`src/hdl/dcache_params.svh`:
```
`ifndef DCACHE_PARAMS_SVH
`define DCACHE_PARAMS_SVH

// Total capacity in bytes, small enough that random traffic evicts lines.
`define DCACHE_SIZE_BYTES 1024

// Words in one block.
`define DCACHE_BLOCK_WORDS 4

// Address layout is tag, index, word offset, then two byte-select bits.
`define DCACHE_OFFSET_BITS $clog2(`DCACHE_BLOCK_WORDS)
`define DCACHE_INDEX_BITS $clog2(`DCACHE_SIZE_BYTES / (`DCACHE_BLOCK_WORDS * 4))
`define DCACHE_TAG_BITS (32 - 2 - `DCACHE_OFFSET_BITS - `DCACHE_INDEX_BITS)

// Bit position of the lowest index bit.
`define DCACHE_INDEX_LSB (2 + `DCACHE_OFFSET_BITS)

`endif

```
`src/hdl/dcache_pkg.sv`:
```
`default_nettype none

`include "dcache_params.svh"

package dcache_pkg;

    typedef logic [31:0] data_word_t;
    typedef logic [`DCACHE_TAG_BITS-1:0] tag_t;
    typedef logic [`DCACHE_INDEX_BITS-1:0] index_t;
    typedef logic [`DCACHE_OFFSET_BITS-1:0] offset_t;
    typedef logic [3:0] byte_mask_t;

    typedef struct packed {
        data_word_t address;
        data_word_t data;
        byte_mask_t mask;
    } store_entry_t;

    typedef struct packed {
        data_word_t address;
        data_word_t data;
        byte_mask_t mask;
    } mem_store_t;

    // Tag and status are written only when update_status is set.
    typedef struct packed {
        index_t     index;
        offset_t    offset;
        data_word_t data;
        byte_mask_t mask;
        tag_t       tag;
        logic       valid;
        logic       dirty;
        logic       update_status;
    } cache_write_t;

    typedef struct packed {
        tag_t       tag;
        data_word_t data;
        logic       hit;
        logic       dirty;
    } lookup_t;

    typedef enum logic [2:0] {
        LOAD_IDLE,
        LOAD_LOOKUP,
        LOAD_WRITEBACK,
        LOAD_FILL,
        LOAD_FINISH
    } load_state_t;

    typedef enum logic [1:0] {
        STORE_IDLE,
        STORE_LOOKUP,
        STORE_MERGE,
        STORE_WRITE_THROUGH
    } store_state_t;

endpackage

`default_nettype wire

```
`src/hdl/store_controller.sv`:
```
`default_nettype none

`include "dcache_params.svh"

module store_controller (
    input  wire logic                     clk_i,
    input  wire logic                     rst_i,
    input  wire logic                     halt_i,
    input  wire logic                     request_i,
    input  wire dcache_pkg::store_entry_t entry_i,
    input  wire dcache_pkg::lookup_t      lookup_i,
    input  wire logic                     mem_store_done_i,
    output logic                          valid_o,
    output dcache_pkg::data_word_t        lookup_addr_o,
    output logic                          cache_write_o,
    output dcache_pkg::cache_write_t      cache_write_data_o,
    output logic                          mem_store_req_o,
    output dcache_pkg::mem_store_t        mem_store_o
);

    dcache_pkg::store_state_t state;
    dcache_pkg::store_entry_t entry_q;

    assign lookup_addr_o = (state == dcache_pkg::STORE_IDLE) ? entry_i.address : entry_q.address;
    assign valid_o       = (state == dcache_pkg::STORE_MERGE);

    // A hit merges the masked bytes and marks the line dirty.
    assign cache_write_o                    = (state == dcache_pkg::STORE_LOOKUP) && lookup_i.hit;
    assign cache_write_data_o.index         = entry_q.address[`DCACHE_INDEX_LSB +: `DCACHE_INDEX_BITS];
    assign cache_write_data_o.offset        = entry_q.address[2 +: `DCACHE_OFFSET_BITS];
    assign cache_write_data_o.data          = entry_q.data;
    assign cache_write_data_o.mask          = entry_q.mask;
    assign cache_write_data_o.tag           = entry_q.address[31 -: `DCACHE_TAG_BITS];
    assign cache_write_data_o.valid         = 1'b1;
    assign cache_write_data_o.dirty         = 1'b1;
    assign cache_write_data_o.update_status = 1'b1;

    // Miss path, no allocation.
    assign mem_store_req_o     = (state == dcache_pkg::STORE_WRITE_THROUGH);
    assign mem_store_o.address = {entry_q.address[31:2], 2'b00};
    assign mem_store_o.data    = entry_q.data;
    assign mem_store_o.mask    = entry_q.mask;

    always_ff @(posedge clk_i) begin
        if (rst_i) begin
            state <= dcache_pkg::STORE_IDLE;
        end else if (!halt_i) begin
            case (state)
                dcache_pkg::STORE_IDLE: begin
                    if (request_i) begin
                        state <= dcache_pkg::STORE_LOOKUP;
                    end
                end
                dcache_pkg::STORE_LOOKUP: begin
                    if (lookup_i.hit) begin
                        state <= dcache_pkg::STORE_MERGE;
                    end else begin
                        state <= dcache_pkg::STORE_WRITE_THROUGH;
                    end
                end
                dcache_pkg::STORE_WRITE_THROUGH: begin
                    if (mem_store_done_i) begin
                        state <= dcache_pkg::STORE_MERGE;
                    end
                end
                default: begin
                    state <= dcache_pkg::STORE_IDLE;
                end
            endcase
        end
    end

    always_ff @(posedge clk_i) begin
        if (state == dcache_pkg::STORE_IDLE && request_i && !halt_i) begin
            entry_q <= entry_i;
        end
    end

endmodule

`default_nettype wire

```
`config.mk`:
```
export PLATFORM = sky130hd
export DESIGN_NAME = store_controller
export DESIGN_NICKNAME = d
export VERILOG_FILES = /design/src/hdl/dcache_pkg.sv /design/src/hdl/store_controller.sv
export VERILOG_INCLUDE_DIRS = /design/src /design/src/hdl
export SDC_FILE = /design/constraint.sdc
export NUM_CORES = 1
export LEC_CHECK = 0
export ABC_AREA = 0
export BUFFER_PORTS_ARGS = -buffer_cell sky130_fd_sc_hd__buf_2
export CAP_MARGIN = 20
export CELL_PAD_IN_SITES_DETAIL_PLACEMENT = 2
export CELL_PAD_IN_SITES_GLOBAL_PLACEMENT = 2
export CORE_MARGIN = 10
export CORE_UTILIZATION = 22
export DETAILED_ROUTE_END_ITERATION = 7
export PLACE_DENSITY_LB_ADDON = 0.1
export REMOVE_ABC_BUFFERS = 1
export SLEW_MARGIN = 10
export SYNTH_ARGS = -nofsm -noshare
export SYNTH_HDL_FRONTEND = slang
export SYNTH_SLANG_ARGS = --single-unit
```
`constraint.sdc`:
```
create_clock -name clk_i -period 5.9 [get_ports clk_i]
set_input_delay 0.295 -clock clk_i [delete_from_list [all_inputs] [get_ports clk_i]]
set_output_delay 0.295 -clock clk_i [all_outputs]
set_load 0.02 [all_outputs]
```
==> impl_results.md <==
* Initial core utilization at 22.4%
* Slew Viols, Final at 0
* Critical path's top delay family: buffers and inverters
* CTS max path bufs at 2
* Routed WL at about 11000 µm
* Status: finished, final reports clean
* Fmax at 441 MHz
* CP bufs+invs at 2
* Diode count at 0
* DR vias/cell at 3.64
* CP max stage delay at around 0.49 ns
* Clock Root Buffer: clkbuf_16
* Die width at 150 µm
* Setup CP Type: reg -> out
* Critical-path maximum fanout at 32
* Gpl congestion at 0.757
* Worst Hold Class: in -> reg
* Leak Pwr at 2.11 nW
* Initial antenna violation count at 1
* Overall power at 1.48 mW
* Clock skew at 0.00339 ns
* Die H at around 150 µm
* Total of max-cap violations at 0
* Total global-route track usage at 9.06%
* Via count at 2182
* #FFs+latches synth at 70
* Fillers at 1837
* Crit path arrival time at 1.97 ns
* Final Hold Viols at 0
* Distinct cells, synth at 17
* Avg Inst Size Synth at 14.4 µm²
* Average routed wire per standard cell at 18.2 µm
* DRC viols at 0
* Post-CTS Setup Bufs at 0
* Setup violations, final at 0
* Total gr overflow at 0
* Pwr dens at 328 mW/mm²
* Worst-Skew Late Latency at between 0.3 and 0.4 ns
* Maximum vdd drop at 0.000114 V
* CP cell instances: nor2_4, buf_4, mux2_1, buf_2
* Layout cells sized above 1 at 76.5%
* Port Buf Inserts at 240
* Slew headroom at between 50% and 60%
* Antenna-violating nets left at 0
* Cells after synthesis at 257
* CP Capture Type: primary output
* Final period util at 38.5%
* Largest net degree at the start of global routing at 36
* Top cells by area, synth: edfxtp_1 (55%), buf_4 (28%), mux2_4 (12%)
* CTS Buf Count at 9
* Io pins at 301
* Worst-Margin Slew at 0.626 ns
* H-tree depth at 3
* Warnings, synthesis at 0
* # resized after CTS at 0
* Critical path launch point type: flop
* Setup TNS at 0 ns
* Clock Pin Slew Worst Setup and Hold Paths at 0.06 ns
* Area grow syn2layout at 21.4%
* Mapped cell area at 0.00371 mm²
* TritonRoute pass-1 iters at 4
* Final nets at 503
* Post-layout minimum cycle time at between 2 and 2.5 ns
* Post-DP HPWL at 8790 µm
* Area leader, netlist: edfxtp_1
* Initial DRC Count at 71
* Cell row count at 47
* Hold_ws at about 0.13 ns
* Crit path max-delay cell type: buf_4
* Clk sinks at 70
* Die footprint at 0.0225 mm²
* Core Footprint at 0.0166 mm²
* RSZ-0062 raised after global routing: no
* Register area share after synthesis at 56.1%
* Vias in the first global route at 2487
* Global-route wire length before repair at around 15000 µm
* CP required at around 5.6 ns
* CTS tree: done
* Share of the synthesized area in the top cell type at 55.0%
* Cts hold-fix bufs at 0
flip-flops by register name, indices dropped and copies added, names as in the netlist:
name / count
state: 2
entry_q: 2
cache_write_data_o: 66
worst paths after layout:
check	slack, ns	cells after the start	start	to
max	3.63	4	state[1]$_SDFFE_PP0P_	lookup_addr_o[30]
min	0.13	1	entry_i[14]	cache_write_data_o[39]$_DFFE_PP_
max reg2reg	4.30	2	state[1]$_SDFFE_PP0P_	cache_write_data_o[11]$_DFFE_PP_
min reg2reg	0.67	2	state[0]$_SDFFE_PP0P_	state[0]$_SDFFE_PP0P_
worst register-to-register path, stage by stage, from the launching register on:
cell	delay, ns
dfxtp_1	0.41
nor4b_4	0.33
buf_4	0.47
cells in the mapped netlist:
cell,count
buf_4,137
edfxtp_1,68
mux2_4,30
buf_6,3
nor2_1,3
conb_1,2
dfxtp_1,2
mux2_1,2
nor2b_1,2
a21oi_1,1
and2_1,1
mux2i_1,1
nand2_1,1
nor2_4,1
nor3b_1,1
nor4b_2,1
o21ai_0,1
logic make-up (layout without fill, tap and decap cells):
kind of cell / after synthesis / in the layout / synth area share (%)
AOI/OAI and AO/OA: 2 / 2 / 0.269
buffers and inverters: 140 / 259 / 28.6
DFF: 70 / 70 / 56.1
muxes: 33 / 33 / 13.0
other: 2 / 5 / 0.202
and+or+nand+nor: 10 / 10 / 1.82
per-stage QoR:
stage,cells,worst slack [ns],utilization (%),cell area [µm²]
final,599,3.63,27.2,4510
after global routing,599,3.54,27.2,4510
after CTS,599,3.56,27.2,4510
after detailed placement,583,3.94,25.1,4170
after global placement,583,3.92,25.1,4170
after floorplan,120,1.15,-,2660
layout make-up:
type                    instances  area (µm²)  share of cell area [%]
clock buffers                   9         225                    5.00
clock inverters                 7         113                    2.50
multi-input cells              50         588                    13.0
flip-flops and latches         70        2080                    46.2
well taps                     220         275                    6.11
repair buffers                243        1220                    27.2
layer usage:
layer / up-vias / track usage [%] / wire, µm
li1: 971 / - / -
met1: 1020 / 10.3 / 4670
met2: 175 / 13.5 / 4560
met3: 14 / 5.04 / 1450
met4: 2 / 4.37 / 201
met5: - / 0 / 7
report_power, final:
group | switching (mW) | total (mW) | internal, mW
Combinational | 0.159 | 0.261 | 0.102
Sequential | 0.0165 | 0.593 | 0.577
Clock | 0.213 | 0.624 | 0.411
cell usage in the layout (no fill, tap or decap):
cell type and n:
mux2_1 2, bufinv_16 3, mux2i_1 1, a21oi_1 1, clkinv_4 1, nor3b_1 1
edfxtp_1 68, clkinv_1 1, nand2_1 1, nor4b_4 1, clkbuf_16 9, clkinv_2 2
and2_1 1, mux2_4 30, conb_1 5, nor2_4 1, dfxtp_1 2, buf_4 3
nor2b_1 2, o21ai_0 1, nor2_1 3, buf_2 240
Note: power is estimated with default switching activity, not from simulation.
