<file path="src/hdl/dcache_params.svh">
`ifndef DCACHE_PARAMS_SVH
`define DCACHE_PARAMS_SVH

// Total capacity in bytes, small enough that random traffic evicts lines.
`define DCACHE_SIZE_BYTES 1024

// Words in one block.
`define DCACHE_BLOCK_WORDS 4

// Address layout is tag, index, word offset, then two byte-select bits.
`define DCACHE_OFFSET_BITS $clog2(`DCACHE_BLOCK_WORDS)
`define DCACHE_INDEX_BITS $clog2(`DCACHE_SIZE_BYTES / (`DCACHE_BLOCK_WORDS * 4))
`define DCACHE_TAG_BITS (32 - 2 - `DCACHE_OFFSET_BITS - `DCACHE_INDEX_BITS)

// Bit position of the lowest index bit.
`define DCACHE_INDEX_LSB (2 + `DCACHE_OFFSET_BITS)

`endif

</file>
<file path="src/hdl/dcache_pkg.sv">
`default_nettype none

`include "dcache_params.svh"

package dcache_pkg;

    typedef logic [31:0] data_word_t;
    typedef logic [`DCACHE_TAG_BITS-1:0] tag_t;
    typedef logic [`DCACHE_INDEX_BITS-1:0] index_t;
    typedef logic [`DCACHE_OFFSET_BITS-1:0] offset_t;
    typedef logic [3:0] byte_mask_t;

    typedef struct packed {
        data_word_t address;
        data_word_t data;
        byte_mask_t mask;
    } store_entry_t;

    typedef struct packed {
        data_word_t address;
        data_word_t data;
        byte_mask_t mask;
    } mem_store_t;

    // Tag and status are written only when update_status is set.
    typedef struct packed {
        index_t     index;
        offset_t    offset;
        data_word_t data;
        byte_mask_t mask;
        tag_t       tag;
        logic       valid;
        logic       dirty;
        logic       update_status;
    } cache_write_t;

    typedef struct packed {
        tag_t       tag;
        data_word_t data;
        logic       hit;
        logic       dirty;
    } lookup_t;

    typedef enum logic [2:0] {
        LOAD_IDLE,
        LOAD_LOOKUP,
        LOAD_WRITEBACK,
        LOAD_FILL,
        LOAD_FINISH
    } load_state_t;

    typedef enum logic [1:0] {
        STORE_IDLE,
        STORE_LOOKUP,
        STORE_MERGE,
        STORE_WRITE_THROUGH
    } store_state_t;

endpackage

`default_nettype wire

</file>
<file path="src/hdl/port_arbiter.sv">
`default_nettype none

module port_arbiter (
    input  wire logic                     load_write_i,
    input  wire dcache_pkg::cache_write_t load_write_data_i,
    input  wire logic                     store_write_i,
    input  wire dcache_pkg::cache_write_t store_write_data_i,
    input  wire logic                     load_mem_req_i,
    input  wire dcache_pkg::mem_store_t   load_mem_i,
    input  wire logic                     store_mem_req_i,
    input  wire dcache_pkg::mem_store_t   store_mem_i,
    input  wire logic                     mem_store_done_i,
    output logic                          write_o,
    output dcache_pkg::cache_write_t      write_data_o,
    output logic                          mem_store_req_o,
    output dcache_pkg::mem_store_t        mem_store_o,
    output logic                          load_done_o,
    output logic                          store_done_o,
    output logic                          store_halt_o
);

    logic port_conflict;
    logic mem_conflict;

    // Cache write port, load first.
    assign write_o      = load_write_i | store_write_i;
    assign write_data_o = load_write_i ? load_write_data_i : store_write_data_i;

    // Memory store channel, load first.
    assign mem_store_req_o = load_mem_req_i | store_mem_req_i;
    assign mem_store_o     = load_mem_req_i ? load_mem_i : store_mem_i;

    // Done goes back to whichever request is being forwarded.
    assign load_done_o  = mem_store_done_i & load_mem_req_i;
    assign store_done_o = mem_store_done_i & store_mem_req_i & ~load_mem_req_i;

    assign port_conflict = load_write_i & store_write_i;
    assign mem_conflict  = load_mem_req_i & store_mem_req_i;
    assign store_halt_o  = port_conflict | mem_conflict;

endmodule

`default_nettype wire

</file>
<file path="config.mk">
export PLATFORM = sky130hd
export DESIGN_NAME = port_arbiter
export DESIGN_NICKNAME = d
export VERILOG_FILES = /design/src/hdl/dcache_pkg.sv /design/src/hdl/port_arbiter.sv
export VERILOG_INCLUDE_DIRS = /design/src /design/src/hdl
export SDC_FILE = /design/constraint.sdc
export NUM_CORES = 1
export LEC_CHECK = 0
export ABC_AREA = 1
export CAP_MARGIN = 10
export CORE_AREA = 2 2 166 168
export DETAILED_ROUTE_END_ITERATION = 12
export DIE_AREA = 0 0 168 170
export DONT_BUFFER_PORTS = 1
export SETUP_SLACK_MARGIN = 0.05
export SLEW_MARGIN = 25
export SYNTH_ARGS = -nofsm -noshare
export SYNTH_HDL_FRONTEND = slang
export SYNTH_SLANG_ARGS = --single-unit
</file>
<file path="constraint.sdc">
create_clock -name vclk -period 0.85
set_input_delay 0.0425 -clock vclk [all_inputs]
set_output_delay 0.0425 -clock vclk [all_outputs]
set_load 0.005 [all_outputs]
</file>
==> results.md, run 1 <==
### Outcome
• status: completed

### Routing
• starting DRC count in detailed routing: 118
• Routed Antenna Nets: 0
• total via count in the routed design: 2782
• wire length per cell after detailed routing: 18.8 um
• average via count per standard cell: 3.61
• DRC viols: 0
• wire length after detailed routing: 14.5 mm
• iteration count of the initial detailed-routing pass: 5

### STA
• final hold violation count: 0
• peak clock frequency supported by timing: 1.35 GHz
• setup TNS after final layout: 0 ns
• Final Critical Period: 0.740 ns
• number of pins exceeding their max-slew limit in the final report: 0
• slew margin rel.: 0.801
• setup repair after global routing missed its margin: no
• period utilization: 0.870
• Worst Tran Pin Value: 0.299 ns
• final number of setup-violating endpoints: 0

### Global route
• wire length of the first global-routing pass: 17.6 mm
• global-route total usage across every layer: 0.0875
• via count of the first global-routing pass: 2318
• initial antenna violation count: 3
• maximum number of pins on one net before global-route repair: 74
• overflow left after global routing: 0

### Layout
• number of nets at the end of the flow: 709
• number of standard cells in the final layout excluding fillers: 771
• count of flip-flops and latches: 0
• filler instances: 3186
• register cell area after layout: 0 um2
• Area Growth Syn to Fin: 19.3%
• commonest cells after routing, fill and taps aside: sky130_fd_sc_hd__nand2_1 (416), sky130_fd_sc_hd__buf_12 (4), sky130_fd_sc_hd__inv_2 (2), sky130_fd_sc_hd__or2_2 (2), sky130_fd_sc_hd__buf_4 (2)
• Clock buffer cells: 0
• layout cells sized above 1: 0.0234
• most common cell after layout, fill and taps aside: sky130_fd_sc_hd__nand2_1

### Synth
• Yosys warnings: 0
• post-synthesis net count: 731
• share of the yosys chip area belonging to registers: 0
• average cell area after synthesis: 3.93 um2
• number of unique standard cell types used by synthesis: 9
• Mapped Area: 1770 um2
• Cells after Synth: 452

### Pwr
• leakage power figure: 0.00129 uW
• power density over the cells: 464 nW/um2
• worst supply voltage drop on vdd: 0.000227 V

### Placed design
• DP Cell Count: 769
• number of port buffers: 0
• routability-driven placement congestion ratio: 0.902
• dpl hpwl: 13.0 mm

### Floorplanning
• total die area: 28600 um2
• top-level port count: 421
• vertical die dimension: 170 um
• area of the placeable core: 26700 um2
• initial core utilization: 0.0666
• die boundary width: 168 um
• number of cell rows: 60

### Critical path
• total buffers and inverters traversed by the critical path: 2
• stage delay of the slowest cell on the critical path: 0.26 ns
• critical path's slowest cell: sky130_fd_sc_hd__buf_12
• launching element of the worst setup path: load_mem_req_i
• type of element launching the critical path: primary input
• path type of the worst setup path: in2out
• crit-path cells: inv_2, buf_12, nand2_1, nand2_1
• most used cell along the critical path: sky130_fd_sc_hd__nand2_1
• type of element capturing the critical path: output pin
• CP endpoint: mem_store_o[40]
• logic depth of the worst path, buffers included: 4
• required arrival time at the worst endpoint: 0.81 ns
• worst-path maximum fanout: 73
• crit-path leading delay family: buffers and inverters
• Worst Path Arrival: 0.70 ns

### CTS
• count of hold-fix buffers inserted at cts: 0
• post-CTS setup repair buffer count: 0
• number of gates resized after CTS: 0

### Worst hold path
• cell depth of the worst hold path: 1
• worst hold-check path type: in2out
• Hold Path Origin: load_mem_req_i

### Run
• Maximum Capacitance Violations: 0

==> area by class of cell <==
cell class	count	area [um2]	area share
multi-input combinational	419	1580	0.746
tap	341	427	0.202
timing repair buffer	6	95.1	0.0449
inverter	3	11.3	0.00532
antenna	2	5.00	0.00237
==> cell usage after synthesis, drive strengths merged <==
| library cell | n | area, um2 |
|---|---|---|
| nand2 | 416 | 1560 |
| nor2 | 1 | 3.75 |
| clkbuf | 1 | 3.75 |
| buf | 29 | 181 |
| or2 | 2 | 12.5 |
| inv | 3 | 11.3 |
==> how the worst min path moves through the flow <==
stage	endpoint	slack, ns
2_1_floorplan	store_done_o	0.16
3_3_place_gp	store_done_o	0.14
3_5_place_dp	store_done_o	0.14
4_1_cts	store_done_o	0.14
5_1_grt	store_done_o	0.14
6_report	store_done_o	0.15
==> cells by family (layout without fill, tap and decap cells) <==
logic type             after synthesis  after routing  share of synthesized area
and+or+nand+nor                    419            419                      0.889
other                                0              2                          0
buffers and inverters               33              9                      0.111
==> layer usage <==
layer  vias to the layer above  global-route usage  share of wire
li1                       1278                   -              -
met1                      1183              0.0896           0.36
met2                       289               0.168           0.50
met3                        30              0.0242           0.11
met4                         2              0.0336          0.037
met5                         -                   0        0.00090
==> power breakdown <==
| part | internal [uW] | switching (uW) | leakage, uW |
|---|---|---|---|
| Clock | 0.000318 | 0 | 0.0000000127 |
| Combinational | 300 | 681 | 0.00129 |
| Sequential | 0 | 0 | 0 |
==> through the flow <==
step	hold WS [ns]	cell area [um2]	total power, uW	utilization	worst slack (ns)
finish	0.152	2120	981	0.0794	0.110
global route	0.139	2120	1080	0.0794	0.0645
CTS	0.139	2110	992	0.0792	0.125
detailed placement	0.139	2110	990	0.0792	0.127
global placement	0.142	2110	976	0.0792	0.146
floorplan	0.159	1770	778	-	0.211
No activity file was read; power rests on OpenSTA's default activity.
==> run 2, diff against run 1 <==
clock period = 0.9 ns   (was 0.85 ns; I/O delays follow)
==> results.md, run 2 (synthesized netlist as in run 1, its figures left out) <==
### Routing
• average via count per standard cell: 3.53, -2.2%
• starting DRC count in detailed routing: 148, +25%
• DRC viols: 0, unchanged
• total via count in the routed design: 2723, -2.1%
• wire length per cell after detailed routing: 19.1 um, +1.5%
• iteration count of the initial detailed-routing pass: 5, unchanged
• Routed Antenna Nets: 0, unchanged
• wire length after detailed routing: 14.7 mm, +1.6%

### STA
• post-route worst hold slack: 0.155 ns, +0.00320 ns
• Final Critical Period: 0.778 ns
• Worst Tran Pin Value: 0.299 ns, -0.000123 ns
• number of pins exceeding their max-slew limit in the final report: 0, unchanged
• final hold violation count: 0, unchanged
• final number of setup-violating endpoints: 0, unchanged
• worst setup margin: 0.122 ns, +0.0118 ns
• period utilization: 0.865
• setup TNS after final layout: 0 ns, unchanged
• peak clock frequency supported by timing: 1.29 GHz
• slew margin rel.: 0.801, about the same
• setup repair after global routing missed its margin: no

### Global route
• initial antenna violation count: 4, +1
• maximum number of pins on one net before global-route repair: 74, unchanged
• global-route total usage across every layer: 0.0895, +0.00198
• via count of the first global-routing pass: 2243, -3.2%
• overflow left after global routing: 0, unchanged
• wire length of the first global-routing pass: 17.8 mm, +1.1%

### Critical path
• type of element capturing the critical path: output pin
• type of element launching the critical path: primary input
• Worst Path Arrival: 0.73 ns, +0.03 ns
• required arrival time at the worst endpoint: 0.85 ns, +0.04 ns
• worst-path maximum fanout: 73, unchanged
• path type of the worst setup path: in2out

### Placed design
• dpl hpwl: 13.2 mm, +1.6%
• worst slack at placement: 0.162 ns, +0.0343 ns
• number of port buffers: 0, unchanged
• routability-driven placement congestion ratio: 0.896, -0.73%

### CTS
• count of hold-fix buffers inserted at cts: 0, unchanged
• post-CTS setup repair buffer count: 0, unchanged
• number of gates resized after CTS: 0, unchanged

### Layout
• Clock buffer cells: 0, unchanged
• Area Growth Syn to Fin: 19.1%
• commonest cells after routing, fill and taps aside: sky130_fd_sc_hd__nand2_1 (416), sky130_fd_sc_hd__buf_12 (4), sky130_fd_sc_hd__inv_2 (2), sky130_fd_sc_hd__or2_2 (2)
• count of flip-flops and latches: 0, unchanged
• number of nets at the end of the flow: 708, -0.14%
• filler instances: 3160, -0.82%
• layout cells sized above 1: 0.0211, -0.00229
• most common cell after layout, fill and taps aside: sky130_fd_sc_hd__nand2_1
• register cell area after layout: 0 um2, unchanged

### Floorplanning
• top-level port count: 421, unchanged
• initial core utilization: 0.0666, unchanged
• vertical die dimension: 170 um, unchanged
• area of the placeable core: 26700 um2, unchanged
• number of cell rows: 60, unchanged
• die boundary width: 168 um, unchanged
• total die area: 28600 um2, unchanged

### Outcome
• status: completed

### Worst hold path
• worst hold-check path type: in2out

### Pwr
• power density over the cells: 427 nW/um2, -7.9%
• leakage power figure: 0.00128 uW, -0.37%
• worst supply voltage drop on vdd: 0.000103 V, -55%
• Final Total Pwr: 902 uW, -8.0%

### Run
• Maximum Capacitance Violations: 0, unchanged

==> run 2: cell types whose count changed in the layout (fill, tap and decap cells not counted), sizes merged <==
cell   delta
diode     +2
buf       -1
==> run 2: routing by layer <==
layer	share of wire	routed length [um]	GRT usage
met1	0.37	5500	0.0980
met2	0.50	7370	0.172
met4	0.037	551	0.0321
met3	0.089	1320	0.0160
met5	0	0	0
==> run 2: area by class of cell <==
cell class / count / area, um2 / share of cell area
multi-input combinational: 419 / 1580 / 0.747
tap: 341 / 427 / 0.202
timing repair buffer: 5 / 87.6 / 0.0414
inverter: 3 / 11.3 / 0.00533
antenna: 4 / 10.0 / 0.00474
==> run 2: where the power goes <==
part,internal (uW),switching [uW]
combinational,279,623
clock,0.000601,0
sequential,0,0
==> run 2: final timing paths <==
check | startpoint | endpoint | slack (ns) | cells past startpoint
worst max-delay path | load_mem_req_i | mem_store_o[40] | 0.12 | 4
worst min-delay path | load_mem_req_i | store_done_o | 0.16 | 1
==> run 2: per-stage QoR <==
step | area (um2) | util | cells
after floorplan | 1770 | - | 452
after global placement | 2100 | 0.0789 | 768
after global routing | 2110 | 0.0792 | 771
final | 2110 | 0.0793 | 772
after detailed placement | 2100 | 0.0789 | 768
after CTS | 2100 | 0.0789 | 768
==> run 2: worst max-delay path, stage by stage <==
cell	delay [ns]
sky130_fd_sc_hd__inv_2	0.06
sky130_fd_sc_hd__buf_12	0.26
sky130_fd_sc_hd__nand2_1	0.15
sky130_fd_sc_hd__nand2_1	0.17
==> run 3, diff against run 2 <==
ABC_AREA = not set   (was 1)
CORE_AREA = 2 2 165 167   (was 2 2 166 168)
DIE_AREA = 0 0 167 169   (was 0 0 168 170)
GPL_ROUTABILITY_DRIVEN = 0   (was not set)
==> results.md, run 3 <==
### Worst hold path
• worst hold-check path type: in2out
• Hold Path Origin: store_write_i
• worst hold endpoint: write_o
• cell depth of the worst hold path: 1, unchanged

### Routing
• wire length after detailed routing: 16.6 mm, +13%
• wire length per cell after detailed routing: 34.0 um, +78%
• DRC viols: 0, unchanged
• average via count per standard cell: 3.19, -9.7%
• total via count in the routed design: 1555, -43%
• iteration count of the initial detailed-routing pass: 4, -1
• starting DRC count in detailed routing: 37, -75%
• Routed Antenna Nets: 0, unchanged

### Synth
• post-synthesis net count: 437, -40%
• simple-gate portion of the synthesized area: 0.0116, -0.878
• main combinational cell family by area after synthesis: multiplexers
• Yosys warnings: 0, unchanged
• largest cells by area after synthesis: sky130_fd_sc_hd__mux2_4 (85%), sky130_fd_sc_hd__buf_12 (10%), sky130_fd_sc_hd__buf_6 (1.4%)
• Post-Synth XOR/XNOR Area: 0, unchanged
• Post-Synth Adder-Cell Area: 0, unchanged
• Synth Area in Compound Gates: 0.00369, +0.00369
• share of the yosys chip area belonging to registers: 0, unchanged
• Mapped Area: 2370 um2, +34%
• area share of the largest cell type after synthesis: 0.849, -0.0316
• Cells after Synth: 158, -65%
• synth cell count leaders: sky130_fd_sc_hd__mux2_4 (134), sky130_fd_sc_hd__buf_12 (12), sky130_fd_sc_hd__buf_6 (3), sky130_fd_sc_hd__mux2_2 (3), sky130_fd_sc_hd__or2_2 (2)
• most numerous cell in the Yosys netlist: sky130_fd_sc_hd__mux2_4
• most area-hungry cell type in the Yosys netlist: sky130_fd_sc_hd__mux2_4
• average cell area after synthesis: 15.0 um2, +280%
• mux cell area share after synthesis: 0.863, +0.863
• number of unique standard cell types used by synthesis: 9, unchanged

### STA
• peak clock frequency supported by timing: 2.16 GHz, +68%
• period utilization: 0.513, -0.351
• Final Critical Period: 0.462 ns, -0.316 ns
• final number of setup-violating endpoints: 0, unchanged
• setup repair after global routing missed its margin: no
• final hold violation count: 0, unchanged
• Worst Tran Pin Value: 0.187 ns, -0.112 ns
• slew margin rel.: 0.876, +0.0750
• number of pins exceeding their max-slew limit in the final report: 0, unchanged
• setup TNS after final layout: 0 ns, unchanged
• worst setup margin: 0.438 ns, +0.316 ns

### Layout
• register cell area after layout: 0 um2, unchanged
• commonest cells after routing, fill and taps aside: sky130_fd_sc_hd__mux2_4 (134), sky130_fd_sc_hd__mux2_2 (3), sky130_fd_sc_hd__or2_2 (2)
• Clock buffer cells: 0, unchanged
• filler instances: 3045, -3.6%
• number of nets at the end of the flow: 423, -40%
• count of flip-flops and latches: 0, unchanged
• layout cells sized above 1: 0.979, +0.958
• most common cell after layout, fill and taps aside: sky130_fd_sc_hd__mux2_4
• Area Growth Syn to Fin: 6.33%

### Critical path
• worst-path maximum fanout: 71, -2.7%
• crit-path cells: mux2_2
• critical path's slowest cell: sky130_fd_sc_hd__mux2_2
• crit-path leading delay family: multiplexers
• total buffers and inverters traversed by the critical path: 0, -2
• type of element capturing the critical path: output pin
• required arrival time at the worst endpoint: 0.85 ns, about the same
• stage delay of the slowest cell on the critical path: 0.34 ns, +0.08 ns
• Worst Path Arrival: 0.42 ns, -0.31 ns
• type of element launching the critical path: primary input
• path type of the worst setup path: in2out

### Floorplanning
• total die area: 28200 um2, -1.2%
• die boundary width: 167 um, -0.60%
• vertical die dimension: 169 um, -0.59%
• area of the placeable core: 26500 um2, -0.56%
• top-level port count: 421, unchanged
• initial core utilization: 0.0895, +0.0229
• number of cell rows: 60, unchanged

### Pwr
• power density over the cells: 455 nW/um2, +6.5%
• part of the power in registers: 0, unchanged
• leakage power figure: 0.00113 uW, -12%
• fraction of power spent switching nets: 0.353, -0.337
• Final Total Pwr: 1150 uW, +27%
• Cell Int Power: 741 uW, +170%
• Combinational Power Share: 1.000, about the same
• proportion of power drawn by the clock network: 0, unchanged
• switching pwr: 405 uW, -35%
• worst supply voltage drop on vdd: 0.000149 V, +45%

### Placed design
• number of port buffers: 0, unchanged
• worst slack at placement: 0.459 ns, +0.297 ns

### Global route
• overflow left after global routing: 0, unchanged
• initial antenna violation count: 18, +14
• global-route total usage across every layer: 0.103, +0.0139
• wire length of the first global-routing pass: 18.3 mm, +3.2%
• maximum number of pins on one net before global-route repair: 73, -1.4%
• via count of the first global-routing pass: 1592, -29%

### Run
• Maximum Capacitance Violations: 0, unchanged

### CTS
• number of gates resized after CTS: 0, unchanged
• post-CTS setup repair buffer count: 0, unchanged
• count of hold-fix buffers inserted at cts: 0, unchanged

### Outcome
• status: completed

-- run 3: changes by cell type in the layout (fill, tap and decap cells not counted), sizes merged --
cell / before / now
nand2: 416 / 0
buf: 5 / 0
mux2: 0 / 137
nor2: 1 / 0
and3b: 0 / 1
inv: 3 / 0
a22o: 0 / 1
and2: 0 / 1
diode: 4 / 5
-- run 3: power by group through the flow --
stage                     combinational (uW)  clock [uW]  sequential, uW
final                                   1150    0.000755               0
after global routing                    1200    0.000148               0
after CTS                               1180           0               0
after detailed placement                1160           0               0
after global placement                  1170           0               0
after floorplan                         1190           0               0
-- run 3: how the worst max path moves through the flow --
stage	startpoint	to	depth (start not counted)
after floorplan	load_mem_req_i	mem_store_o[60]	3
after global placement	load_write_i	write_data_o[68]	1
after detailed placement	load_write_i	write_data_o[68]	1
after CTS	load_write_i	write_data_o[68]	1
after global routing	load_mem_req_i	mem_store_o[60]	1
final	load_write_i	write_data_o[68]	1
-- run 3: through the flow --
| step | cell area [um2] | hold WS [ns] | utilization | instances |
|---|---|---|---|---|
| final | 2520 | 0.181 | 0.0951 | 488 |
| after global routing | 2510 | 0.183 | 0.0948 | 484 |
| after CTS | 2510 | 0.182 | 0.0947 | 483 |
| after detailed placement | 2510 | 0.181 | 0.0947 | 483 |
| after global placement | 2510 | 0.181 | 0.0947 | 483 |
| after floorplan | 2370 | 0.175 | - | 158 |
-- run 3: final cells by class --
cell class	count	area (um2)	share of cell area
Tap cell	341	427	0.169
Multi-Input combinational cell	142	2080	0.826
Antenna cell	5	12.5	0.00496
-- run 3: logic make-up (layout without fill, tap and decap cells) --
logic type / Yosys count / count (layout)
AOI/OAI and AO/OA: 1 / 1
buffers and inverters: 16 / 0
muxes: 137 / 137
other: 0 / 5
and+or+nand+nor: 4 / 4
-- run 3: layer usage --
metal,vias up,track usage,share of wire,wire length [um]
met2,258,0.196,0.51,8390
met1,674,0.111,0.36,5900
met4,18,0.00337,0.010,167
met3,32,0.0458,0.12,2000
li1,573,-,-,-
met5,-,0,0.0069,115
