$ cat config.mk
export PLATFORM = sky130hd
export DESIGN_NAME = load_controller
export DESIGN_NICKNAME = d
export VERILOG_FILES = /design/src/hdl/dcache_pkg.sv /design/src/hdl/load_controller.sv
export VERILOG_INCLUDE_DIRS = /design/src /design/src/hdl
export SDC_FILE = /design/constraint.sdc
export NUM_CORES = 1
export LEC_CHECK = 0
export BUFFER_PORTS_ARGS = -buffer_cell sky130_fd_sc_hd__buf_4
export CORE_UTILIZATION = 30
export CTS_CLUSTER_SIZE = 10
export DETAILED_ROUTE_END_ITERATION = 10
export HOLD_SLACK_MARGIN = 0.15
export SETUP_SLACK_MARGIN = 0.05
export SYNTH_ARGS = -nofsm -noshare
export SYNTH_HDL_FRONTEND = slang
export SYNTH_SLANG_ARGS = --single-unit
$ cat constraint.sdc
create_clock -name clk_i -period 3.8 [get_ports clk_i]
set_input_delay 0.19 -clock clk_i [delete_from_list [all_inputs] [get_ports clk_i]]
set_output_delay 0.19 -clock clk_i [all_outputs]
set_load 0.005 [all_outputs]
$ cat src/hdl/dcache_params.svh
`ifndef DCACHE_PARAMS_SVH
`define DCACHE_PARAMS_SVH

// Total capacity in bytes, small enough that random traffic evicts lines.
`define DCACHE_SIZE_BYTES 1024

// Words in one block.
`define DCACHE_BLOCK_WORDS 4

// Address layout is tag, index, word offset, then two byte-select bits.
`define DCACHE_OFFSET_BITS $clog2(`DCACHE_BLOCK_WORDS)
`define DCACHE_INDEX_BITS $clog2(`DCACHE_SIZE_BYTES / (`DCACHE_BLOCK_WORDS * 4))
`define DCACHE_TAG_BITS (32 - 2 - `DCACHE_OFFSET_BITS - `DCACHE_INDEX_BITS)

// Bit position of the lowest index bit.
`define DCACHE_INDEX_LSB (2 + `DCACHE_OFFSET_BITS)

`endif

$ cat src/hdl/dcache_pkg.sv
`default_nettype none

`include "dcache_params.svh"

package dcache_pkg;

    typedef logic [31:0] data_word_t;
    typedef logic [`DCACHE_TAG_BITS-1:0] tag_t;
    typedef logic [`DCACHE_INDEX_BITS-1:0] index_t;
    typedef logic [`DCACHE_OFFSET_BITS-1:0] offset_t;
    typedef logic [3:0] byte_mask_t;

    typedef struct packed {
        data_word_t address;
        data_word_t data;
        byte_mask_t mask;
    } store_entry_t;

    typedef struct packed {
        data_word_t address;
        data_word_t data;
        byte_mask_t mask;
    } mem_store_t;

    // Tag and status are written only when update_status is set.
    typedef struct packed {
        index_t     index;
        offset_t    offset;
        data_word_t data;
        byte_mask_t mask;
        tag_t       tag;
        logic       valid;
        logic       dirty;
        logic       update_status;
    } cache_write_t;

    typedef struct packed {
        tag_t       tag;
        data_word_t data;
        logic       hit;
        logic       dirty;
    } lookup_t;

    typedef enum logic [2:0] {
        LOAD_IDLE,
        LOAD_LOOKUP,
        LOAD_WRITEBACK,
        LOAD_FILL,
        LOAD_FINISH
    } load_state_t;

    typedef enum logic [1:0] {
        STORE_IDLE,
        STORE_LOOKUP,
        STORE_MERGE,
        STORE_WRITE_THROUGH
    } store_state_t;

endpackage

`default_nettype wire

$ cat src/hdl/load_controller.sv
`default_nettype none

`include "dcache_params.svh"

module load_controller (
    input  wire logic                    clk_i,
    input  wire logic                    rst_i,
    input  wire logic                    request_i,
    input  wire dcache_pkg::data_word_t  address_i,
    input  wire dcache_pkg::lookup_t     lookup_i,
    input  wire logic                    mem_load_valid_i,
    input  wire dcache_pkg::data_word_t  mem_load_data_i,
    input  wire logic                    mem_store_done_i,
    output dcache_pkg::data_word_t       data_o,
    output logic                         valid_o,
    output dcache_pkg::data_word_t       lookup_addr_o,
    output logic                         cache_write_o,
    output dcache_pkg::cache_write_t     cache_write_data_o,
    output logic                         mem_load_req_o,
    output dcache_pkg::data_word_t       mem_load_addr_o,
    output logic                         mem_store_req_o,
    output dcache_pkg::mem_store_t       mem_store_o
);

    dcache_pkg::load_state_t state;
    dcache_pkg::data_word_t  addr_q;
    dcache_pkg::tag_t        victim_tag;
    dcache_pkg::offset_t     cnt;
    dcache_pkg::data_word_t  block_addr;
    dcache_pkg::offset_t     req_offset;
    dcache_pkg::offset_t     wb_offset;
    logic                    fill_beat;

    // Word of the requested block selected by the beat counter.
    assign block_addr = {addr_q[31:`DCACHE_INDEX_LSB], cnt, 2'b00};
    assign req_offset = addr_q[2 +: `DCACHE_OFFSET_BITS];
    assign wb_offset  = mem_store_o.address[2 +: `DCACHE_OFFSET_BITS];
    assign fill_beat  = (state == dcache_pkg::LOAD_FILL) && mem_load_req_o && mem_load_valid_i;

    assign lookup_addr_o   = (state == dcache_pkg::LOAD_IDLE) ? address_i : block_addr;
    assign mem_load_addr_o = block_addr;
    assign valid_o         = (state == dcache_pkg::LOAD_FINISH);

    // Each fill beat lands in the cache; the last one sets tag and valid.
    assign cache_write_o                    = fill_beat;
    assign cache_write_data_o.index         = addr_q[`DCACHE_INDEX_LSB +: `DCACHE_INDEX_BITS];
    assign cache_write_data_o.offset        = cnt;
    assign cache_write_data_o.data          = mem_load_data_i;
    assign cache_write_data_o.mask          = 4'hf;
    assign cache_write_data_o.tag           = addr_q[31 -: `DCACHE_TAG_BITS];
    assign cache_write_data_o.valid         = 1'b1;
    assign cache_write_data_o.dirty         = 1'b0;
    assign cache_write_data_o.update_status = (cnt == '1);

    always_ff @(posedge clk_i) begin
        if (rst_i) begin
            state           <= dcache_pkg::LOAD_IDLE;
            cnt             <= '0;
            mem_load_req_o  <= 1'b0;
            mem_store_req_o <= 1'b0;
        end else begin
            case (state)
                dcache_pkg::LOAD_IDLE: begin
                    if (request_i) begin
                        state <= dcache_pkg::LOAD_LOOKUP;
                        cnt   <= '0;
                    end
                end
                dcache_pkg::LOAD_LOOKUP: begin
                    if (lookup_i.hit) begin
                        state <= dcache_pkg::LOAD_FINISH;
                    end else if (lookup_i.dirty) begin
                        state <= dcache_pkg::LOAD_WRITEBACK;
                    end else begin
                        state <= dcache_pkg::LOAD_FILL;
                    end
                end
                dcache_pkg::LOAD_WRITEBACK: begin
                    // The counter moves on at issue so the next word is read
                    // while memory is still busy with this one.
                    if (!mem_store_req_o) begin
                        mem_store_req_o <= 1'b1;
                        cnt             <= cnt + 1'b1;
                    end else if (mem_store_done_i) begin
                        mem_store_req_o <= 1'b0;
                        if (wb_offset == '1) begin
                            state <= dcache_pkg::LOAD_FILL;
                        end
                    end
                end
                dcache_pkg::LOAD_FILL: begin
                    if (!mem_load_req_o) begin
                        mem_load_req_o <= 1'b1;
                    end else if (mem_load_valid_i) begin
                        mem_load_req_o <= 1'b0;
                        cnt            <= cnt + 1'b1;
                        if (cnt == '1) begin
                            state <= dcache_pkg::LOAD_FINISH;
                        end
                    end
                end
                default: begin
                    state <= dcache_pkg::LOAD_IDLE;
                end
            endcase
        end
    end

    // Request address, victim word and returned data.
    always_ff @(posedge clk_i) begin
        if (state == dcache_pkg::LOAD_IDLE && request_i) begin
            addr_q <= address_i;
        end
        if (state == dcache_pkg::LOAD_LOOKUP) begin
            victim_tag <= lookup_i.tag;
            data_o     <= lookup_i.data;
        end
        if (state == dcache_pkg::LOAD_WRITEBACK && !mem_store_req_o) begin
            mem_store_o.address <= {victim_tag, addr_q[`DCACHE_INDEX_LSB +: `DCACHE_INDEX_BITS],
                                    cnt, 2'b00};
            mem_store_o.data    <= lookup_i.data;
            mem_store_o.mask    <= 4'hf;
        end
        if (fill_beat && cnt == req_offset) begin
            data_o <= mem_load_data_i;
        end
    end

endmodule

`default_nettype wire

==> out/summary.txt, run 1 <==
Status = finished clean
Period utilization = 64.1%
Final slew viol count = 0
Root Buffer = clkbuf_16
Mean Syn Cell Area = 17.1 sq um
Layout area overhead = 60.4%
Synth top area cells = edfxtp_1, buf_4, mux2_4, mux2_2, dfxtp_1
Grt ovf = 0
Synth warn = 0
Full die area = 22500 sq um
Core area = 21200 sq um
Final WL = 18000 um
Number of global-route vias before repair = 4640
Rel. slew slack = 43.2%
Flops & latches, synth = 153
Most used routing layer in global routing = met2
Via Count = 4498
Setup crit start = state[1]
Clock Sink Count = 153
Yosys cell types = 37
Arrival time at the worst endpoint = 2600 ps
Wire length per cell = 17.0 um
DRC Markers = 0
GR Util met1 = 15.9%
Seq/Total Area, Yosys = 68.9%
Area share of the largest cell type after synthesis = 66.8%
Ports = 362
First-pass GRT wire length = 25500 um
Gr usage total = 15.4%
Number of buffers created by CTS = 17
Hold Crit Class = in -> reg
Vias/cell = 4.24
Worst Slack Setup Final = 1360 ps
CP Launch Type = flip-flop
DR iter-0 viols = 256
CTS tree = built
GP Congestion = 0.856
Share of post-route cells with drive strength above 1 = 57.5%
Hold path start = mem_load_valid_i
Critical path fanouts, max = 32
RSZ-0062 raised after global routing = false
Post-layout util = 49.6%
Total of max-cap violations = 0
Pin count of the biggest net entering global routing = 63
Lkg Pwr = 4.42 nW
Worst-skew pair later-pin latency = 410 ps
Worst setup path class = reg -> reg
Synthesized netlist cell count = 384
Synthesized cell area = 6570 sq um
# setup viols final = 0
Std cell rows = 53
DR pass1 iterations = 4
Setup slack at placement = 1370 ps
Initial antenna violation count = 0
Clk_skew = 11.3 ps
Count leader, synth = edfxtp_1
Clock buffer depth = 2
Met3 usage = 4.73%
Post-synth ARST share = 0%
Hpwl dp = 12500 um
Nets = 899
Final instance area = 10500 sq um
Reg clk slew, reported paths = 60 ps
Port Buffers = 347
Pwr dens = 605 nW/um^2
Hold Vio Cnt, Final = 0
# H-tree levels = 4
Area leader, netlist = edfxtp_1
Placed cell area = 8720 sq um
Tmin final = 2440 ps
Measured slew at the worst slew-check pin = 851 ps
Maximum VDD drop = 0.000277 V
# diodes = 0
Post-DRT Antenna Nets = 0
FMAX = 410 MHz
Reg2reg start = state[1]
Die W = 150 um
Initial core utilization = 30.9%
Commonest cells in the netlist = edfxtp_1, buf_4, mux2_2
M2 GR Usage = 28.6%
Die height = 150 um
Number of flops mapped to enable cells by yosys = 146
Kind of end point of the critical path = flip-flop
Data required, critical path = 3960 ps
Top_reg_cell synth = edfxtp_1
TNS Setup = 0 ps
==> timing repair <==
action,CTS,global route
hold endpoints to repair,123,0
hold buffers,121,0
gates resized for setup,0,0
buffers inserted,0,0
endpoints found under the setup margin,0,0
==> layer usage <==
metal / up-vias / wire [um]
li1: 2073 / -
met1: 2116 / 6580
met2: 283 / 9670
met3: 26 / 1430
met4: 0 / 356
met5: - / 0
==> state kept, by name, indices dropped and copies added, names as in the netlist <==
name             cells
mem_store_o         62
mem_store_req_o      1
addr_q              30
state                3
victim_tag          22
data_o              32
cnt                  2
mem_load_req_o       1
==> layout make-up <==
| cell class | instances | area [sq um] |
|---|---|---|
| fillers | 1788 | 10700 |
| clock buffers | 18 | 429 |
| multi-input cells | 127 | 1210 |
| well taps | 275 | 344 |
| flip-flops and latches | 153 | 4520 |
| clock inverters | 13 | 166 |
| repair buffers | 473 | 3850 |
| inverters | 1 | 3.75 |
==> report_power, final <==
part | switching (mW) | internal, mW | leakage (nW)
Clock | 0.678 | 1.04 | 0.290
Combinational | 0.874 | 1.13 | 2.71
Sequential | 0.229 | 2.43 | 1.41
Total | 1.78 | 4.59 | 4.42
==> worst paths after layout <==
path	end	slack [ps]	cells after the start
worst min register to register	mem_store_o[61]	410	0
worst max register to register	data_o[29]	1360	5
worst min-delay path	mem_load_req_o	180	3
worst max-delay path	data_o[29]	1360	5
==> cells in the final DEF, fill, tap and decap left out, drive strengths merged, types with 2 or more instances in the layout <==
| master | instances |
|---|---|
| a21o | 2 |
| a21oi | 7 |
| and2 | 3 |
| buf | 352 |
| bufinv | 3 |
| clkbuf | 18 |
| clkinv | 5 |
| conb | 14 |
| dfxtp | 7 |
| dlygate4sd3 | 121 |
| edfxtp | 146 |
| inv | 5 |
| mux2 | 62 |
| nand2 | 2 |
| nand3 | 3 |
| nor2 | 5 |
| nor2b | 4 |
| nor3 | 2 |
| nor3b | 3 |
| o21ai | 4 |
| o31ai | 2 |
| xnor2 | 2 |
==> critical path, cell delays in order, from the launching register on <==
cell	delay, ps
dfxtp_1	580
nor2b_4	270
and4_4	250
and3_2	180
buf_4	490
mux2_2	400
==> logic make-up after synthesis <==
logic type | count (synthesis) | share of synthesized area, %
DFF | 153 | 68.9
buffers and inverters | 116 | 13.6
muxes | 62 | 12.3
and+or+nand+nor | 29 | 2.76
AOI/OAI and AO/OA | 19 | 1.81
other | 2 | 0.114
xor gates and xnor gates | 2 | 0.267
adders and majority gates | 1 | 0.191
==> per-stage QoR <==
stage / hold WS [ps] / instances / total power [mW]
global route: 181 / 1060 / 6.68
floorplan: 289 / 396 / 3.57
global placement: 370 / 908 / 4.58
CTS: 161 / 1060 / 6.45
finish: 184 / 1060 / 6.37
detailed placement: 369 / 908 / 4.61
Power figures use the tool's default switching activity.
==> run 2, diff against run 1 <==
clock period = 2.05 ns   (was 3.8 ns; I/O delays follow)
==> out/summary.txt, run 2 (synthesis results as in run 1) <==
Most flops, register = mem_store_o
Arrival time at the worst endpoint = 1910 ps
Period utilization = 98.0%
Nets = 923
Full die area = 22500 sq um
Most frequent cells in the layout = buf_4, edfxtp_1, dlygate4sd3_1
First-pass GRT wire length = 25100 um
R2r setup slk = 70 ps
Number of buffers created by CTS = 17
Initial antenna violation count = 0
Ports = 362
Via Count = 4599
Final WL = 19100 um
Pin count of the biggest net entering global routing = 35
Layout area overhead = 66.5%
Data required, critical path = 1950 ps
Die height = 150 um
Critical path fanouts, max = 7
Most common cell after layout, fill and taps aside = buf_4
Core area = 21200 sq um
Worst-skew pair later-pin latency = 420 ps
Vias/cell = 4.24
Kind of end point of the critical path = output port
Clock buffer depth = 2
Post-DRT Antenna Nets = 0
GP Congestion = 0.883
Worst setup path class = reg -> out
Hpwl dp = 13300 um
Initial core utilization = 30.9%
Final Non-Filler Cells = 1085
Clk_skew = 14.7 ps
Hold Vio Cnt, Final = 0
# H-tree levels = 4
Maximum VDD drop = 0.000643 V
Root Buffer = clkbuf_16
# setup viols final = 0
DR pass1 iterations = 4
Final slew viol count = 0
Std cell rows = 53
RSZ-0062 raised after global routing = true
Hold path start = mem_store_done_i
Fillers = 1718
FF-to-FF path depth = 9
Reg2reg start = state[2]
CP Launch Type = flip-flop
Largest regs = mem_store_o x62, data_o x32, addr_q x30
Tmin final = 2010 ps
Status = finished clean
Pwr dens = 1150 nW/um^2
FMAX = 498 MHz
Min-Delay Path Depth = 5
Hold worst-path end = state[2]
DR iter-0 viols = 178
Clock Sink Count = 153
Placed cells = 921
DRC Markers = 0
Worst R2R End = addr_q[12]
Reg clk slew, reported paths = 70 ps
Total of max-cap violations = 0
Max reg flops = 62
Grt ovf = 0
Gr usage total = 15.3%
Post-layout util = 51.5%
Wire length per cell = 17.6 um
Hold Crit Class = in -> reg
Number of global-route vias before repair = 4531
Die W = 150 um
Port Buffers = 347
CTS tree = built
Share of post-route cells with drive strength above 1 = 59.3%
Final hold slack = 182 ps
TNS Setup = 0 ps
Lkg Pwr = 4.64 nW
Setup crit start = state[2]
# diodes = 0
Total power = 12.5 mW
## run 2: changes by cell type in the layout (fill, tap and decap cells not counted), sizes merged
cell / previous run / this run
clkinvlp: 1 / 2
or2: 1 / 2
bufinv: 3 / 0
dlygate4sd3: 121 / 122
buf: 352 / 373
inv: 5 / 9
## run 2: repair_timing
| action | CTS | global route |
|---|---|---|
| hold buffers | 122 | 0 |
| endpoints found under the setup margin | 3 | 63 |
| hold endpoints to repair | 123 | 0 |
| cloned | 0 | 2 |
| resized for setup | 0 | 35 |
| pin swaps | 0 | 2 |
| setup buffers | 0 | 8 |
## run 2: through the flow
| stage | cell area, sq um | setup slack (ps) |
|---|---|---|
| floorplan | 6650 | -50.2 |
| global placement | 8900 | 170 |
| detailed placement | 8900 | 117 |
| CTS | 10700 | 30.8 |
| global route | 10900 | -18.7 |
| finish | 10900 | 41.5 |
## run 2: final cells by class
| class | instances | area (sq um) | share of cell area (%) |
|---|---|---|---|
| clock buffers | 17 | 425 | 3.89 |
| clock inverters | 15 | 135 | 1.24 |
| inverters | 1 | 3.75 | 0.0343 |
| multi-input cells | 128 | 1290 | 11.8 |
| repair buffers | 496 | 4210 | 38.5 |
| flip-flops and latches | 153 | 4530 | 41.4 |
| well taps | 275 | 344 | 3.15 |
## run 2: power breakdown
group / switching (mW) / total [mW] / internal [mW]
combinational: 1.95 / 4.77 / 2.82
sequential: 0.351 / 4.84 / 4.49
clock: 1.34 / 2.94 / 1.60
total: 3.65 / 12.5 / 8.90
## run 2: per-layer routing
metal  global-route usage, %  part of all wire [%]  up-vias
li1                        -                     -     2124
met4                    5.25                   1.6        0
met5                       0                     0        -
met2                    28.9                    54      267
met3                    4.05                   7.4       16
met1                    16.3                    36     2192
## run 2: worst max-delay path by stage
| stage | slack (ps) | endpoint | cells past startpoint |
|---|---|---|---|
| 5_1_grt | -20 | lookup_addr_o[5] | 7 |
| 6_report | 40 | lookup_addr_o[5] | 7 |
| 3_5_place_dp | 120 | data_o[26] | 4 |
| 3_3_place_gp | 170 | data_o[24] | 4 |
| 2_1_floorplan | -50 | mem_store_o[10] | 3 |
| 4_1_cts | 30 | lookup_addr_o[31] | 5 |
## run 2: critical path, stage by stage (launching register included)
cell and delay (ps):
dfxtp_2 340, buf_6 130, nor3_4 200, buf_6 130
clkbuf_16 140, buf_12 130, mux2_4 300, buf_6 120
==> run 3, diff against run 2 <==
CORE_ASPECT_RATIO = 1.5   (was default)
==> out/summary.txt, run 3 (synthesis results as in run 1) <==
Status = finished clean
Grt ovf = 0
Reg clk slew, reported paths = 70 ps
Most frequent cells in the layout = buf_4, edfxtp_1, dlygate4sd3_1
Largest delay contributor family on the critical path = buffers and inverters
Root Buffer = clkbuf_16
GP Congestion = 0.804
Final Non-Filler Cells = 1079
Max reg flops = 62
Most flops, register = mem_store_o
Worst Slack Setup Final = 50.7 ps
Gr usage total = 16.1%
Initial antenna violation count = 0
Number of buffers created by CTS = 17
Hold Vio Cnt, Final = 0
Nets = 924
Area of the multi-input gates = 1340 sq um
Initial core utilization = 30.9%
CP Launch Type = flip-flop
Maximum VDD drop = 0.000735 V
Ports = 362
Die W = 123 um
Final WL = 18600 um
Buf/Inv on CP = 4
Most common cell on crit path = buf_4
Share of post-route cells with drive strength above 1 = 59.6%
Full die area = 22500 sq um
Setup slack at placement = 160 ps
Pin count of the biggest net entering global routing = 33
Total of max-cap violations = 0
First-pass GRT wire length = 26400 um
Die height = 183 um
Most common cell after layout, fill and taps aside = buf_4
Lkg Pwr = 4.74 nW
Arrival time at the worst endpoint = 1900 ps
Crit-path max cell delay = 330 ps
Tmin final = 2000 ps
Total power = 12.9 mW
Std cell rows = 65
# setup viols final = 0
Core area = 21200 sq um
DRC Markers = 0
Worst setup path class = reg -> out
Data required, critical path = 1950 ps
Period utilization = 97.5%
Hold Crit Class = in -> reg
# diodes = 0
Wire length per cell = 17.2 um
Layout area overhead = 68.2%
TNS Setup = 0 ps
Post-DRT Antenna Nets = 0
# H-tree levels = 4
Clk_skew = 16.6 ps
Seq. cell area = 4530 sq um
Port Buffers = 347
Crit-path cells = buf_6, nor3_4, buf_4, buf_16, mux2_4, buf_4
Final slew viol count = 0
DR iter-0 viols = 181
Number of global-route vias before repair = 4930
FMAX = 500 MHz
Placed cells = 914
RSZ-0062 raised after global routing = true
Hpwl dp = 12400 um
Via Count = 4606
Pwr dens = 1170 nW/um^2
Slowest-stage cell, CP = dfxtp_2
Worst-skew pair later-pin latency = 430 ps
Critical path fanouts, max = 8
DR pass1 iterations = 4
Kind of end point of the critical path = output port
Fillers = 1729
CTS tree = built
Clock Sink Count = 153
Largest regs = mem_store_o x62, data_o x32, addr_q x30
Vias/cell = 4.27
Clock buffer depth = 2
[run 3: cell types whose count changed in the layout (fill, tap and decap cells not counted), moves of 3 or more]
cell      change
buf_16        +3
mux2_2       -17
clkinv_2      +3
mux2_4       +17
buf_6         +5
buf_4         -3
buf_12        -3
[run 3: timing repair]
item	in CTS	in global routing
endpoints found under the setup margin	30	53
pin swaps	1	2
hold endpoints to repair	125	0
gates cloned	3	1
hold buffers	122	0
buffers inserted	9	0
gates resized for setup	44	16
[run 3: worst paths after layout]
| check | startpoint | end | slack [ps] | depth (start not counted) |
|---|---|---|---|---|
| worst min-delay path | mem_store_done_i | state[0] | 230 | 5 |
| worst max register to register | state[2] | data_o[27] | 120 | 5 |
| worst max-delay path | state[0] | lookup_addr_o[24] | 50 | 6 |
| worst min register to register | victim_tag[14] | mem_store_o[60] | 420 | 0 |
[run 3: per-stage QoR]
| stage | cell area (sq um) | utilization (%) | hold WS [ps] |
|---|---|---|---|
| after CTS | 11000 | 51.7 | 182 |
| after detailed placement | 8890 | 41.9 | 285 |
| final | 11000 | 52.0 | 229 |
| after global placement | 8890 | 41.9 | 282 |
| after global routing | 11000 | 52.0 | 255 |
| after floorplan | 6650 | - | 201 |
[run 3: cell type report]
cell class / count / share of cell area, %
Sequential cell: 153 / 41.0
Multi-Input combinational cell: 127 / 12.2
Clock buffer: 17 / 3.85
Tap cell: 268 / 3.04
Clock inverter: 15 / 1.28
Inverter: 1 / 0.0340
Timing Repair Buffer: 498 / 38.6
[run 3: power breakdown]
group	switching, mW	internal, mW
Clock	1.32	1.70
Sequential	0.343	4.49
Combinational	2.04	2.98
Total	3.70	9.16
[run 3: metal layers]
metal  track usage, %  up-vias  part of all wire (%)
li1                 -     2121                     -
met1             15.4     2186                    35
met2             31.6      275                    56
met3             4.01       24                   7.4
met4             6.54        0                   1.8
met5                0        -                     0
[run 3: tightest hold or removal path: stages]
cell and delay [ps]:
buf_4 120, nand3_1 90, a32oi_1 90, o31ai_1 140, o21bai_1 80
